$ cat config.mk
export PLATFORM = sky130hd
export DESIGN_NAME = cpuRegisters_flat
export DESIGN_NICKNAME = d
export VERILOG_FILES = /design/src/lspcPkg.sv /design/src/videoPkg.sv /design/src/lspcIfaces.sv /design/src/cpuRegisters.sv /design/src/flat_wrapper.sv
export SDC_FILE = /design/constraint.sdc
export NUM_CORES = 1
export LEC_CHECK = 0
export BUFFER_PORTS_ARGS = -buffer_cell sky130_fd_sc_hd__clkbuf_2
export CORE_AREA = 2 2 120 122
export DETAILED_ROUTE_END_ITERATION = 10
export DIE_AREA = 0 0 122 124
export PLACE_DENSITY = 0.64
export SLEW_MARGIN = 20
export SYNTH_ARGS = -nofsm -noshare
export SYNTH_HDL_FRONTEND = slang
export SYNTH_SLANG_ARGS = --single-unit
$ cat constraint.sdc
create_clock -name CLK_24M -period 2.64 [get_ports CLK_24M]
set_input_delay 0.396 -clock CLK_24M [delete_from_list [all_inputs] [get_ports CLK_24M]]
set_output_delay 0.396 -clock CLK_24M [all_outputs]
set_load 0.02 [all_outputs]
$ cat src/lspcPkg.sv
// Register map, video RAM geometry, LSPCMODE bits and timer width
package lspcPkg;

	// ========================================
	// Video RAM geometry
	// ========================================

	// Word address, 32K words
	localparam int vramAddrW = 15;
	localparam int vramDataW = 16;
	localparam int vramWords = 32768;

	// ========================================
	// CPU register window
	// ========================================

	// Word index on the CPU address lines
	localparam int regAddrW = 3;

	localparam logic [regAddrW-1:0] regVramAddr = 3'd0;
	localparam logic [regAddrW-1:0] regVramRw = 3'd1;
	localparam logic [regAddrW-1:0] regVramMod = 3'd2;
	localparam logic [regAddrW-1:0] regLspcMode = 3'd3;
	localparam logic [regAddrW-1:0] regTimerHigh = 3'd4;
	localparam logic [regAddrW-1:0] regTimerLow = 3'd5;
	localparam logic [regAddrW-1:0] regIrqAck = 3'd6;

	// LSPCMODE write bits
	localparam int modeIrqEnBit = 4;
	localparam int modeLoadOnWriteBit = 5;
	localparam int modeReloadAtZeroBit = 7;

	// Timer source in the IRQ acknowledge word
	localparam int ackTimerBit = 1;

	// Raster timer, written as two 16-bit halves
	localparam int timerW = 32;

endpackage

$ cat src/videoPkg.sv
// Raster timing, fix map layout, fix entry type and P-bus credit depth
package videoPkg;

	// ========================================
	// Raster timing
	// ========================================

	// 24 MHz / 4 gives the 6 MHz pixel rate
	localparam int pixelTickDiv = 4;
	localparam int divW = $clog2(pixelTickDiv);
	localparam int lineLength = 384;
	localparam int linesPerFrame = 264;
	localparam int activeWidth = 320;
	localparam int hsyncWidth = 32;
	localparam int vsyncLines = 8;
	localparam int pixelW = 9;
	localparam int rasterW = 9;

	// ========================================
	// Fix layer
	// ========================================

	// Fix map sits in the upper part of video RAM, column-major
	localparam logic [lspcPkg::vramAddrW-1:0] fixMapBase = 15'h7000;
	localparam int fixRows = 32;
	// One map word per 8-pixel column of the visible line
	localparam int fixColumns = activeWidth / 8;
	localparam int fixColW = $clog2(fixColumns);

	localparam int tileW = 12;
	localparam int palW = 4;
	localparam int lineW = 3;

	// What goes out on the P-bus for one column
	typedef struct packed {
		logic [tileW-1:0] tile;
		logic [palW-1:0] pal;
		logic [lineW-1:0] line;
	} fixEntry;

	// Serializer FIFO depth, also the fetch side's starting credit
	localparam int pbusCredits = 4;
	localparam int creditW = $clog2(pbusCredits + 1);
	localparam int fifoPtrW = $clog2(pbusCredits);

endpackage

$ cat src/lspcIfaces.sv
// Interfaces vramPort and timerCtrl with their modports
`timescale 1ns/1ps

// ========================================
// Video RAM request port
// ========================================

// Requester holds req and fields until gnt
// Read data follows with rvalid one cycle after gnt
interface vramPort;
	logic req;
	logic we;
	logic [lspcPkg::vramAddrW-1:0] addr;
	logic [lspcPkg::vramDataW-1:0] wdata;
	logic gnt;
	logic rvalid;
	logic [lspcPkg::vramDataW-1:0] rdata;

	modport requester (
		output req, we, addr, wdata,
		input gnt, rvalid, rdata
	);

	modport arbiter (
		input req, we, addr, wdata,
		output gnt, rvalid, rdata
	);
endinterface

// ========================================
// Timer control from the register block
// ========================================

// loadNow and ack are single-cycle pulses
interface timerCtrl;
	logic [lspcPkg::timerW-1:0] reload;
	logic loadNow;
	logic irqEn;
	logic reloadAtZero;
	logic ack;

	modport source (output reload, loadNow, irqEn, reloadAtZero, ack);
	modport sink (input reload, loadNow, irqEn, reloadAtZero, ack);
endinterface

$ cat src/cpuRegisters.sv
// CPU register decode, VRAM address and modulo logic, read latch and read data mux
`timescale 1ns/1ps

module cpuRegisters (
	input logic CLK_24M,
	input logic T73A_OUT,
	input logic cpuWrite,
	input logic cpuRead,
	input logic [lspcPkg::regAddrW-1:0] cpuAddr,
	input logic [lspcPkg::vramDataW-1:0] cpuDataIn,
	input logic [videoPkg::rasterW-1:0] rasterCount,
	output logic [lspcPkg::vramDataW-1:0] cpuDataOut,
	output logic vramBusy,
	vramPort.requester vram,
	timerCtrl.source timer
);

	typedef logic [lspcPkg::vramDataW-1:0] wordT;

	logic [lspcPkg::vramAddrW-1:0] vramAddr;
	logic [lspcPkg::vramAddrW-1:0] vramMod;
	wordT readLatch;
	logic loadOnWrite;
	logic waitRd;
	logic wrAddr;
	logic wrRw;

	// Busy from the register write until the access lands
	assign vramBusy = vram.req || waitRd;

	// VRAM-side writes while busy are dropped
	assign wrAddr = cpuWrite && (cpuAddr == lspcPkg::regVramAddr) && !vramBusy;
	assign wrRw = cpuWrite && (cpuAddr == lspcPkg::regVramRw) && !vramBusy;

	// ========================================
	// Control registers
	// ========================================

	always_ff @(posedge CLK_24M or negedge T73A_OUT)
	begin
		if (!T73A_OUT)
		begin
			vram.req <= 1'b0;
			vram.we <= 1'b0;
			waitRd <= 1'b0;
			vramAddr <= '0;
			vramMod <= '0;
			loadOnWrite <= 1'b0;
			timer.irqEn <= 1'b0;
			timer.reloadAtZero <= 1'b0;
			timer.loadNow <= 1'b0;
			timer.ack <= 1'b0;
		end
		else
		begin
			// Pulses last one cycle
			timer.loadNow <= 1'b0;
			timer.ack <= 1'b0;

			// New address, then prefetch the word at it
			if (wrAddr)
			begin
				vram.req <= 1'b1;
				vram.we <= 1'b0;
				vramAddr <= cpuDataIn[lspcPkg::vramAddrW-1:0];
			end
			// Write at the current address, then step by VRAMMOD
			else if (wrRw)
			begin
				vram.req <= 1'b1;
				vram.we <= 1'b1;
				// Wraps at 2^15 by width
				vramAddr <= vramAddr + vramMod;
			end
			else if (vram.req && vram.gnt)
			begin
				vram.req <= 1'b0;
				// Reads still owe their data
				waitRd <= !vram.we;
			end

			if (waitRd && vram.rvalid)
				waitRd <= 1'b0;

			if (cpuWrite)
			begin
				case (cpuAddr)
					lspcPkg::regVramMod:
						vramMod <= cpuDataIn[lspcPkg::vramAddrW-1:0];
					lspcPkg::regLspcMode:
					begin
						timer.irqEn <= cpuDataIn[lspcPkg::modeIrqEnBit];
						loadOnWrite <= cpuDataIn[lspcPkg::modeLoadOnWriteBit];
						timer.reloadAtZero <= cpuDataIn[lspcPkg::modeReloadAtZeroBit];
					end
					// Low half write completes the reload value
					lspcPkg::regTimerLow:
						timer.loadNow <= loadOnWrite;
					lspcPkg::regIrqAck:
						timer.ack <= cpuDataIn[lspcPkg::ackTimerBit];
					default:
						;
				endcase
			end
		end
	end

	// ========================================
	// Data path
	// ========================================

	always_ff @(posedge CLK_24M)
	begin
		if (wrAddr)
			vram.addr <= cpuDataIn[lspcPkg::vramAddrW-1:0];
		if (wrRw)
		begin
			// Old address goes out, the new one is already stepped
			vram.addr <= vramAddr;
			vram.wdata <= cpuDataIn;
		end

		// Prefetched word for the next VRAMRW read
		if (waitRd && vram.rvalid)
			readLatch <= vram.rdata;

		if (cpuWrite && (cpuAddr == lspcPkg::regTimerHigh))
			timer.reload[lspcPkg::timerW-1:lspcPkg::vramDataW] <= cpuDataIn;
		if (cpuWrite && (cpuAddr == lspcPkg::regTimerLow))
			timer.reload[lspcPkg::vramDataW-1:0] <= cpuDataIn;

		// Read data one cycle after the strobe
		if (cpuRead)
		begin
			case (cpuAddr)
				lspcPkg::regVramRw:
					cpuDataOut <= readLatch;
				// LSPCMODE reads back the raster line
				lspcPkg::regLspcMode:
					cpuDataOut <= wordT'(rasterCount);
				default:
					cpuDataOut <= '0;
			endcase
		end
	end

endmodule

$ cat src/flat_wrapper.sv
// flat-port wrapper written by rule: the top's interface ports become plain ports
module cpuRegisters_flat 
  (CLK_24M, T73A_OUT, cpuWrite, cpuRead, cpuAddr, cpuDataIn, rasterCount, cpuDataOut, vramBusy, vram_req, vram_we, vram_addr, vram_wdata, vram_gnt, vram_rvalid, vram_rdata, timer_reload, timer_loadNow, timer_irqEn, timer_reloadAtZero, timer_ack);
  vramPort vram_i ();
  timerCtrl timer_i ();
  input logic CLK_24M;
  input logic T73A_OUT;
  input logic cpuWrite;
  input logic cpuRead;
  input logic [lspcPkg::regAddrW-1:0] cpuAddr;
  input logic [lspcPkg::vramDataW-1:0] cpuDataIn;
  input logic [videoPkg::rasterW-1:0] rasterCount;
  output logic [lspcPkg::vramDataW-1:0] cpuDataOut;
  output logic vramBusy;
  output wire logic [$bits(vram_i.req)-1:0] vram_req;
  output wire logic [$bits(vram_i.we)-1:0] vram_we;
  output wire logic [$bits(vram_i.addr)-1:0] vram_addr;
  output wire logic [$bits(vram_i.wdata)-1:0] vram_wdata;
  input wire logic [$bits(vram_i.gnt)-1:0] vram_gnt;
  input wire logic [$bits(vram_i.rvalid)-1:0] vram_rvalid;
  input wire logic [$bits(vram_i.rdata)-1:0] vram_rdata;
  output wire logic [$bits(timer_i.reload)-1:0] timer_reload;
  output wire logic [$bits(timer_i.loadNow)-1:0] timer_loadNow;
  output wire logic [$bits(timer_i.irqEn)-1:0] timer_irqEn;
  output wire logic [$bits(timer_i.reloadAtZero)-1:0] timer_reloadAtZero;
  output wire logic [$bits(timer_i.ack)-1:0] timer_ack;
  assign vram_req = vram_i.req;
  assign vram_we = vram_i.we;
  assign vram_addr = vram_i.addr;
  assign vram_wdata = vram_i.wdata;
  assign vram_i.gnt = vram_gnt;
  assign vram_i.rvalid = vram_rvalid;
  assign vram_i.rdata = vram_rdata;
  assign timer_reload = timer_i.reload;
  assign timer_loadNow = timer_i.loadNow;
  assign timer_irqEn = timer_i.irqEn;
  assign timer_reloadAtZero = timer_i.reloadAtZero;
  assign timer_ack = timer_i.ack;
  cpuRegisters u_core (.CLK_24M(CLK_24M), .T73A_OUT(T73A_OUT), .cpuWrite(cpuWrite), .cpuRead(cpuRead), .cpuAddr(cpuAddr), .cpuDataIn(cpuDataIn), .rasterCount(rasterCount), .cpuDataOut(cpuDataOut), .vramBusy(vramBusy), .vram(vram_i), .timer(timer_i));
endmodule
==> impl_metrics.py, run 1 <==
metrics = {
    "status": {
        "status": "completed",
    },
    "logic_synthesis": {
        "ys_types": 46,
        "synthArstFlopShare": 0.2857,
        "synth_nets": 442,
        "syn_avg_cell_area_um2": 14.32,
        "synth_edf_count": 95,
        "synth_cells": 377,
        "synth.top_cell.area_share": 0.5283,
        "yosysWarnings": 0,
        "synth_common_cells": "95 x edfxtp_1, 56 x nand2_1, 38 x dfrtp_1",
        "yosysMostFrequentCell": "edfxtp_1",
        "ys.flop_type": "edfxtp_1",
        "seq_area_frac_synth": 0.7044,
        "ys_ff_latch": 133,
        "synth_area_leader_cell": "edfxtp_1",
        "post_synth_main_area_contributors": "edfxtp_1 53%, dfrtp_1 18%, nand2_1 3.9%",
        "synth_area_mm2": 0.005400,
    },
    "setup_path": {
        "end_kind": "flop",
        "crit_required_ns": 2.92,
        "arrival_ns": 2.61,
        "cp-start-kind": "flop",
        "worstPathMaxFanout": 3,
        "r2r_cells": 9,
        "path_class": "reg2reg",
    },
    "cells_and_area": {
        "fill_cells": 1203,
        "drive_gt1_frac": 0.3680,
        "num-nets-final": 590,
        "area_growth_pct": 27.83,
        "diodes": 0,
    },
    "clocking": {
        "clockBufferDepth": 2,
        "cts.sinks": 133,
        "post-cts-setup-buffer-count": 0,
        "tritoncts": "yes",
        "path_clk_slew_ns": 0.06,
        "cts-root-buf": "clkbuf_16",
        "cts-hold-fix-buffers": 0,
        "post_cts_resized": 0,
        "clock_latency_ns": 0.41,
        "numCtsBuffers": 17,
        "cts_max_level": 4,
    },
    "placed_design": {
        "portBuffers": 135,
        "routabilityCongestion": 0.8331,
        "hpwl_mm": 8.283,
    },
    "pwr": {
        "power_w": 0.006469,
        "p_leak_nw": 2.987,
        "power.density_mw_per_mm2": 937.1,
        "irDropWorstVdd_mv": 0.4902,
    },
    "routing": {
        "drt_wl_total_mm": 11.65,
        "via_count": 3577,
        "first_pass_iters": 4,
        "drt_iter0_drc": 246,
        "drc": 0,
        "drt-wirelength-per-cell_um": 16.23,
        "antenna_left": 0,
        "via_per_inst": 4.982,
    },
    "die": {
        "start_util": 0.3936,
        "rows": 43,
        "die_x_um": 122,
        "core_mm2": 0.01372,
        "pin_count": 136,
        "die_h_um": 124,
        "die-area_mm2": 0.01513,
    },
    "flow_run": {
        "drv_cap": 0,
    },
    "global_routing": {
        "grt_pass1_vias": 3485,
        "overflow": 0,
        "grt_pass1_wl_mm": 18.15,
        "grt_max_degree": 39,
        "antenna_found_initial": 0,
        "grt_use_total": 0.1613,
    },
    "timing": {
        "fmax_mhz": 429.4,
        "timing.final.max_slew_violations": 0,
        "final_hold_viol_count": 0,
        "min_period_over_period": 0.8822,
        "tightest_slew_ns": 0.8601,
        "rsz0062_at_grt": "no",
        "setup_viol": 0,
        "tns_ns": 0,
        "relSlewSlack": 0.4266,
        "min_period_ns": 2.329,
        "finClkSkew_ns": 0.007566,
    },
    "worst_hold_path": {
        "worstHoldPathType": "in2async",
    },
}
-- cell families (layout without fill, tap and decap cells) --
family                     count (synthesis)  in the layout  synth area share
AOI/OAI and AO/OA                         64             64           0.08017
and+or+nand+nor                          108            108           0.09407
DFF                                      133            133            0.7044
adders and majority gates                 15             15           0.03615
muxes                                     28             28           0.05584
buffers and inverters                     21            182           0.01645
xor gates and xnor gates                   8              8           0.01298
-- sequential cells by signal, summed over array words and instances (netlist names) --
name,flops
u_core.timer.reloadAtZero,1
u_core.vram.wdata,16
u_core.loadOnWrite,1
u_core.vram.we,1
u_core.timer.loadNow,1
u_core.waitRd,1
u_core.timer.ack,1
u_core.vramMod,15
u_core.readLatch,16
u_core.vramAddr,15
u_core.timer.irqEn,1
u_core.vram.addr,15
u_core.cpuDataOut,16
u_core.vram.req,1
u_core.timer.reload,32
-- placed cells by master, fill, tap and decap left out, types with 4 or more instances in the layout --
master     count
clkbuf_2     134
edfxtp_1      95
nand2_1       56
dfrtp_1       38
mux2_2        17
clkbuf_16     17
o21ai_0       16
nor2_1        14
ha_1          14
mux2i_1       11
and2_1        10
a21o_1        10
a22oi_1       10
a21oi_1        8
buf_4          7
inv_1          5
nand3_1        5
xnor2_1        5
clkinv_2       4
a211oi_1       4
-- where the power goes --
| group | switching [W] | internal, W | total, W |
|---|---|---|---|
| Combinational | 0.000863 | 0.000637 | 0.00150 |
| Sequential | 0.000165 | 0.00254 | 0.00270 |
| Clock | 0.000873 | 0.00139 | 0.00227 |
| Total | 0.00190 | 0.00457 | 0.00647 |
-- path summary, 6_finish.rpt --
path / startpoint / end / slack, ns
max: u_core.vramAddr[0] / u_core.vramAddr[14] / 0.31
max in group asynchronous: T73A_OUT / u_core.timer.ack / 1.99
min: T73A_OUT / u_core.vramMod[8] / 0.1
min reg2reg: u_core.loadOnWrite / u_core.timer.loadNow / 0.48
max reg2reg: u_core.vramAddr[0] / u_core.vramAddr[14] / 0.31
min in group CLK_24M: vram_rdata[2] / u_core.readLatch[2] / 0.17
-- metrics by stage --
step / cells / cell area, µm² / setup slack (ns) / hold WS [ns] / utilization
after floorplan: 377 / 5400 / 0.1773 / 0.1004 / -
after global placement: 686 / 6324 / 0.3579 / 0.4558 / 0.4609
after detailed placement: 686 / 6324 / 0.3214 / 0.4658 / 0.4609
after CTS: 718 / 6903 / 0.3283 / 0.1466 / 0.5031
after global routing: 718 / 6903 / 0.1457 / 0.1411 / 0.5031
final: 718 / 6903 / 0.3110 / 0.09982 / 0.5031
-- per-layer routing --
| metal | vias up | global-route usage | wire length (µm) |
|---|---|---|---|
| met3 | 9 | 0.03984 | 670 |
| met1 | 1763 | 0.2133 | 5199 |
| met2 | 104 | 0.2535 | 5624 |
| li1 | 1701 | - | - |
| met4 | 0 | 0.07184 | 155 |
| met5 | - | 0 | 0 |
-- area by class of cell --
class / instances / area (µm²) / area share
inverters: 7 / 27.53 / 0.003988
multi-input cells: 223 / 1519 / 0.2200
flip-flops and latches: 133 / 3804 / 0.5510
clock buffers: 17 / 425.4 / 0.06163
repair buffers: 143 / 748.2 / 0.1084
well taps: 180 / 225.2 / 0.03263
clock inverters: 15 / 153.9 / 0.02229
-- worst max-delay path: stages (launching register included) --
cell,delay [ns]
dfrtp_1,0.37
ha_1,0.21
inv_1,0.07
fa_1,0.37
nor2b_1,0.22
o2111ai_1,0.20
a211oi_1,0.32
a211o_1,0.17
mux2i_1,0.18
nand3_1,0.09
Power figures use the tool's default switching activity.
==> inputs of run 2 (changes only) <==
--- a/config.mk
+++ b/config.mk
@@ -5,6 +5,7 @@
 export SDC_FILE = /design/constraint.sdc
 export NUM_CORES = 1
 export LEC_CHECK = 0
+export ABC_AREA = 0
 export BUFFER_PORTS_ARGS = -buffer_cell sky130_fd_sc_hd__clkbuf_2
 export CORE_AREA = 2 2 120 122
 export DETAILED_ROUTE_END_ITERATION = 10
==> constraint.sdc (replaced) <==
create_clock -name CLK_24M -period 2.3 [get_ports CLK_24M]
set_input_delay 0.345 -clock CLK_24M [delete_from_list [all_inputs] [get_ports CLK_24M]]
set_output_delay 0.345 -clock CLK_24M [all_outputs]
set_load 0.02 [all_outputs]
==> run 2 against run 1 <==
- core utilization increased by 0.97 points
- via count decreased by 0.14%
- non-clock buffer count increased by 5
- cell count increased by 0.84%
- worst hold slack improved by 0.014 ns
==> impl_metrics.py, run 2 (synthesized netlist as in run 1, its figures left out) <==
metrics = {
    "routing": {
        "antenna_left": 0,
        "drt-wirelength-per-cell_um": 16.52,
        "via_per_inst": 4.934,
        "drc": 0,
        "drt_iter0_drc": 303,
        "drt_wl_total_mm": 11.96,
        "via_count": 3572,
        "first_pass_iters": 4,
    },
    "status": {
        "status": "completed",
    },
    "setup_path": {
        "end_kind": "flop",
        "arrival_ns": 2.49,
        "reg2reg_to": "u_core.vramAddr[14]",
        "startpoint": "u_core.vramAddr[0]",
        "path_class": "reg2reg",
        "crit_required_ns": 2.57,
        "crit_family": "compound AO/OA/AOI/OAI gates",
        "critPathMaxStageDelay_ns": 0.40,
        "critPathCapture": "u_core.vramAddr[14]",
        "cp-start-kind": "flop",
        "cp_slowest_cell": "dfrtp_1",
        "cp_num_buf_inv": 1,
        "cp_cell_sequence": "ha_4 > inv_1 > fa_1 > nor2b_2 > o2111ai_4 > a211oi_2 > a211o_1 > mux2i_1 > nand3_1",
        "r2r_cells": 9,
        "cp.depth": 9,
        "worstPathMaxFanout": 3,
        "rrSetupSlack_ns": 0.08,
        "timing.rr.start": "u_core.vramAddr[0]",
    },
    "placed_design": {
        "hpwl_mm": 8.347,
        "post-place-ws_ns": 0.03928,
        "portBuffers": 135,
        "dp.cells": 690,
        "routabilityCongestion": 0.8581,
    },
    "clocking": {
        "clockBufferDepth": 2,
        "cts.sinks": 133,
        "cts_max_level": 4,
        "numCtsBuffers": 17,
        "tritoncts": "yes",
        "cts-root-buf": "clkbuf_16",
        "path_clk_slew_ns": 0.06,
        "clock_latency_ns": 0.41,
    },
    "pwr": {
        "p_leak_nw": 3.037,
        "netSwitchingPower_w": 0.002222,
        "swShare": 0.2874,
        "combPwrFrac": 0.231,
        "p_seq_frac": 0.402,
        "power_w": 0.007733,
        "power_frac_clock": 0.366,
        "irDropWorstVdd_mv": 0.5372,
        "power.density_mw_per_mm2": 1099,
        "p_int_w": 0.005511,
    },
    "timing": {
        "fmax_mhz": 450.3,
        "tightest_slew_ns": 0.7371,
        "relSlewSlack": 0.5086,
        "layout_setup_ws_ns": 0.07907,
        "tns_ns": 0,
        "final_hold_viol_count": 0,
        "finClkSkew_ns": 0.007862,
        "timing.final.max_slew_violations": 0,
        "min_period_ns": 2.221,
        "setup_viol": 0,
        "min_period_over_period": 0.9656,
    },
    "worst_hold_path": {
        "worstHoldPathType": "in2reg",
    },
    "global_routing": {
        "antenna_found_initial": 1,
        "overflow": 0,
        "grt_pass1_wl_mm": 17.97,
        "grt_max_degree": 35,
        "grt_pass1_vias": 3485,
        "grt_use_total": 0.1589,
    },
    "cells_and_area": {
        "area_growth_pct": 30.28,
        "drive_gt1_frac": 0.3794,
        "utilization": 0.5128,
        "num-nets-final": 595,
        "layout_commonest_cell": "clkbuf_2",
        "stdcell_count": 724,
        "largest_reg_flops": 32,
        "regMostFlops": "u_core.timer.reload",
        "final_cell_mix": "135 x clkbuf_2, 95 x edfxtp_1, 56 x nand2_1",
    },
    "die": {
        "core_mm2": 0.01372,
        "die_x_um": 122,
        "die_h_um": 124,
        "rows": 43,
        "start_util": 0.3936,
        "die-area_mm2": 0.01513,
        "pin_count": 136,
    },
    "flow_run": {
        "drv_cap": 0,
    },
}
[run 2: how the worst min path moves through the flow]
stage | to | slack, ns | depth (start not counted) | from
after floorplan | u_core.loadOnWrite | 0.05 | 0 | T73A_OUT
after global placement | u_core.vramMod[6] | 0.31 | 1 | T73A_OUT
after detailed placement | u_core.vramMod[6] | 0.33 | 1 | T73A_OUT
after CTS | u_core.readLatch[3] | 0.1 | 1 | vram_rdata[3]
after global routing | u_core.readLatch[6] | 0.09 | 1 | vram_rdata[6]
final | u_core.readLatch[4] | 0.11 | 1 | vram_rdata[4]
[run 2: layout make-up]
class                           instances  area [µm²]
Fill cell                            1166        6684
Sequential cell                       133        3804
Multi-Input combinational cell        223        1556
Timing Repair Buffer                  148       788.3
Clock buffer                           18       429.2
Tap cell                              180       225.2
Clock inverter                         14       202.7
Inverter                                7       27.53
Antenna cell                            1       2.502
[run 2: layer usage]
layer | vias to the layer above | wire [µm] | part of all wire | track usage
met5 | - | 0 | 0 | 0
met4 | 0 | 138 | 0.012 | 0.06609
met3 | 8 | 903 | 0.076 | 0.03755
met2 | 128 | 5813 | 0.49 | 0.2528
met1 | 1727 | 5102 | 0.43 | 0.2104
li1 | 1709 | - | - | -
[run 2: timing repair]
item / in CTS / in global routing
resized for setup: 0 / 6
setup buffers: 0 / 0
endpoints found under the hold margin: 17 / 0
hold buffers: 1 / 0
setup endpoints to repair: 0 / 1
[run 2: power by group through the flow]
stage | clock network, W | registers (W) | logic (W)
final | 0.00283 | 0.00311 | 0.00179
after global routing | 0.00300 | 0.00315 | 0.00198
after CTS | 0.00289 | 0.00311 | 0.00173
after detailed placement | 0 | 0.00315 | 0.00171
after global placement | 0 | 0.00313 | 0.00169
after floorplan | 0 | 0.00319 | 0.00118
[run 2: stage by stage]
step / hold WS [ns] / cell area [µm²]
finish: 0.1138 / 7036
global route: 0.09425 / 7036
CTS: 0.09503 / 6995
detailed placement: 0.3297 / 6354
global placement: 0.3056 / 6354
floorplan: 0.04941 / 5405
==> inputs of run 3 (changes only) <==
==> constraint.sdc (replaced) <==
create_clock -name CLK_24M -period 2.7 [get_ports CLK_24M]
set_input_delay 0.405 -clock CLK_24M [delete_from_list [all_inputs] [get_ports CLK_24M]]
set_output_delay 0.405 -clock CLK_24M [all_outputs]
set_load 0.02 [all_outputs]
==> run 3 against run 2 <==
- via count down 0.42%
- cell area down 0.85%
- first-iteration DRC count down 12%
- global-route usage up 0.65 points
- power down 14%
- clock power down 11%
- die area unchanged
- setup slack better by 0.24 ns
- clock skew down 0.00090 ns
- cell count down 0.69%
- combinational power down 19%
- highest routed layer unchanged
==> impl_metrics.py, run 3 (synthesized netlist as in run 1, its figures left out) <==
metrics = {
    "die": {
        "rows": 43,
        "pin_count": 136,
        "die_h_um": 124,
        "core_mm2": 0.01372,
        "start_util": 0.3936,
        "die-area_mm2": 0.01513,
        "die_x_um": 122,
    },
    "setup_path": {
        "r2r_cells": 9,
        "cp_slowest_cell": "fa_1",
        "cp_cell_sequence": "ha_1 > inv_1 > fa_1 > nor2b_1 > o2111ai_1 > a211oi_1 > a211o_1 > mux2i_1 > nand3_1",
        "rrSetupSlack_ns": 0.31,
        "path_class": "reg2reg",
        "cp-start-kind": "flop",
        "crit_family": "compound AO/OA/AOI/OAI gates",
        "crit_required_ns": 2.98,
        "worstPathMaxFanout": 3,
        "end_kind": "flop",
        "arrival_ns": 2.66,
        "timing.rr.start": "u_core.vramAddr[0]",
        "reg2reg_to": "u_core.vramAddr[14]",
        "cp_num_buf_inv": 1,
        "critPathMaxStageDelay_ns": 0.38,
    },
    "cells_and_area": {
        "num-nets-final": 591,
        "final_cell_mix": "134 x clkbuf_2, 95 x edfxtp_1, 56 x nand2_1",
        "diodes": 0,
        "stdcell_area_mm2": 0.006975,
        "regMostFlops": "u_core.timer.reload",
        "multi_input_area_mm2": 0.001519,
        "largest_reg_flops": 32,
        "seqCellArea_mm2": 0.003804,
        "stdcell_count": 719,
        "fill_cells": 1158,
        "area_growth_pct": 29.17,
        "layout_commonest_cell": "clkbuf_2",
        "drive_gt1_frac": 0.3673,
    },
    "routing": {
        "via_per_inst": 4.947,
        "first_pass_iters": 4,
        "drc": 0,
        "drt_iter0_drc": 268,
        "via_count": 3557,
        "drt_wl_total_mm": 12.01,
        "antenna_left": 0,
        "drt-wirelength-per-cell_um": 16.70,
    },
    "clocking": {
        "clockBufferDepth": 2,
        "post-cts-setup-buffer-count": 0,
        "tritoncts": "yes",
        "post_cts_resized": 0,
        "path_clk_slew_ns": 0.06,
        "cts_max_level": 4,
        "clock_latency_ns": 0.41,
        "cts-hold-fix-buffers": 0,
        "cts.sinks": 133,
        "cts-root-buf": "clkbuf_16",
        "numCtsBuffers": 17,
    },
    "global_routing": {
        "grt_max_degree": 39,
        "overflow": 0,
        "antenna_found_initial": 0,
        "grt_pass1_vias": 3482,
        "grt_use_total": 0.1655,
        "grt_pass1_wl_mm": 18.49,
    },
    "pwr": {
        "irDropWorstVdd_mv": 0.4298,
        "power.density_mw_per_mm2": 950.2,
        "p_leak_nw": 3.027,
    },
    "worst_hold_path": {
        "worstHoldPathType": "in2async",
    },
    "placed_design": {
        "hpwl_mm": 8.449,
        "dp.cells": 687,
        "portBuffers": 135,
        "placed_area_mm2": 0.006319,
        "routabilityCongestion": 0.8289,
    },
    "timing": {
        "tightest_slew_ns": 0.9043,
        "min_period_over_period": 0.8836,
        "relSlewSlack": 0.3972,
        "final_hold_viol_count": 0,
        "min_period_ns": 2.386,
        "fmax_mhz": 419.2,
        "tns_ns": 0,
        "rsz0062_at_grt": "no",
        "finClkSkew_ns": 0.006958,
        "timing.final.max_slew_violations": 0,
        "setup_viol": 0,
    },
    "flow_run": {
        "drv_cap": 0,
    },
    "status": {
        "status": "completed",
    },
}
-- run 3: changes by cell type in the layout (fill, tap and decap cells not counted), sizes merged --
cell	previous run	this run
clkinv	8	5
buf	12	10
bufinv	4	5
clkbuf	153	154
diode	1	0
dlygate4sd3	1	0
-- run 3: worst max-delay path by stage --
stage / from / to / slack, ns / cells after the start
6_report: u_core.vramAddr[0] / u_core.vramAddr[14] / 0.31 / 9
5_1_grt: u_core.vramAddr[0] / u_core.vramAddr[14] / 0.16 / 9
3_3_place_gp: u_core.vramAddr[0] / u_core.vramAddr[14] / 0.42 / 9
3_5_place_dp: cpuWrite / u_core.vramAddr[13] / 0.38 / 9
2_1_floorplan: cpuAddr[1] / u_core.timer.reload[16] / 0.23 / 3
4_1_cts: u_core.vramAddr[0] / u_core.vramAddr[14] / 0.36 / 9
-- run 3: metal layers --
layer  part of all wire  wire [µm]  up-vias  track usage
met4             0.0086        103        0      0.06681
li1                   -          -     1700            -
met3              0.062        750        6      0.04808
met5                  0          0        -            0
met2               0.48       5817      120       0.2556
met1               0.44       5335     1731       0.2208
-- run 3: cell type report --
| class | instances | share of cell area |
|---|---|---|
| well taps | 180 | 0.03229 |
| clock buffers | 20 | 0.06547 |
| flip-flops and latches | 133 | 0.5453 |
| repair buffers | 144 | 0.1065 |
| inverters | 7 | 0.003946 |
| clock inverters | 12 | 0.02870 |
| multi-input cells | 223 | 0.2178 |
-- run 3: metrics by stage --
stage | total power, W | util | worst slack, ns | hold WS (ns)
after floorplan | 0.003729 | - | 0.2283 | 0.1094
after global placement | 0.004099 | 0.4606 | 0.4178 | 0.4566
after detailed placement | 0.004129 | 0.4606 | 0.3787 | 0.4816
after CTS | 0.006672 | 0.5084 | 0.3562 | 0.1545
after global routing | 0.006984 | 0.5084 | 0.1607 | 0.1524
final | 0.006628 | 0.5084 | 0.3143 | 0.1299
-- run 3: worst reg2reg max path: stages, from the launching register on --
cell	delay (ns)
dfrtp_1	0.37
ha_1	0.22
inv_1	0.07
fa_1	0.38
nor2b_1	0.21
o2111ai_1	0.21
a211oi_1	0.35
a211o_1	0.18
mux2i_1	0.18
nand3_1	0.10
-- run 3: power breakdown --
part | total (W) | switching (W) | internal, W
combinational | 0.00145 | 0.000832 | 0.000623
clock | 0.00252 | 0.000833 | 0.00169
sequential | 0.00265 | 0.000168 | 0.00248
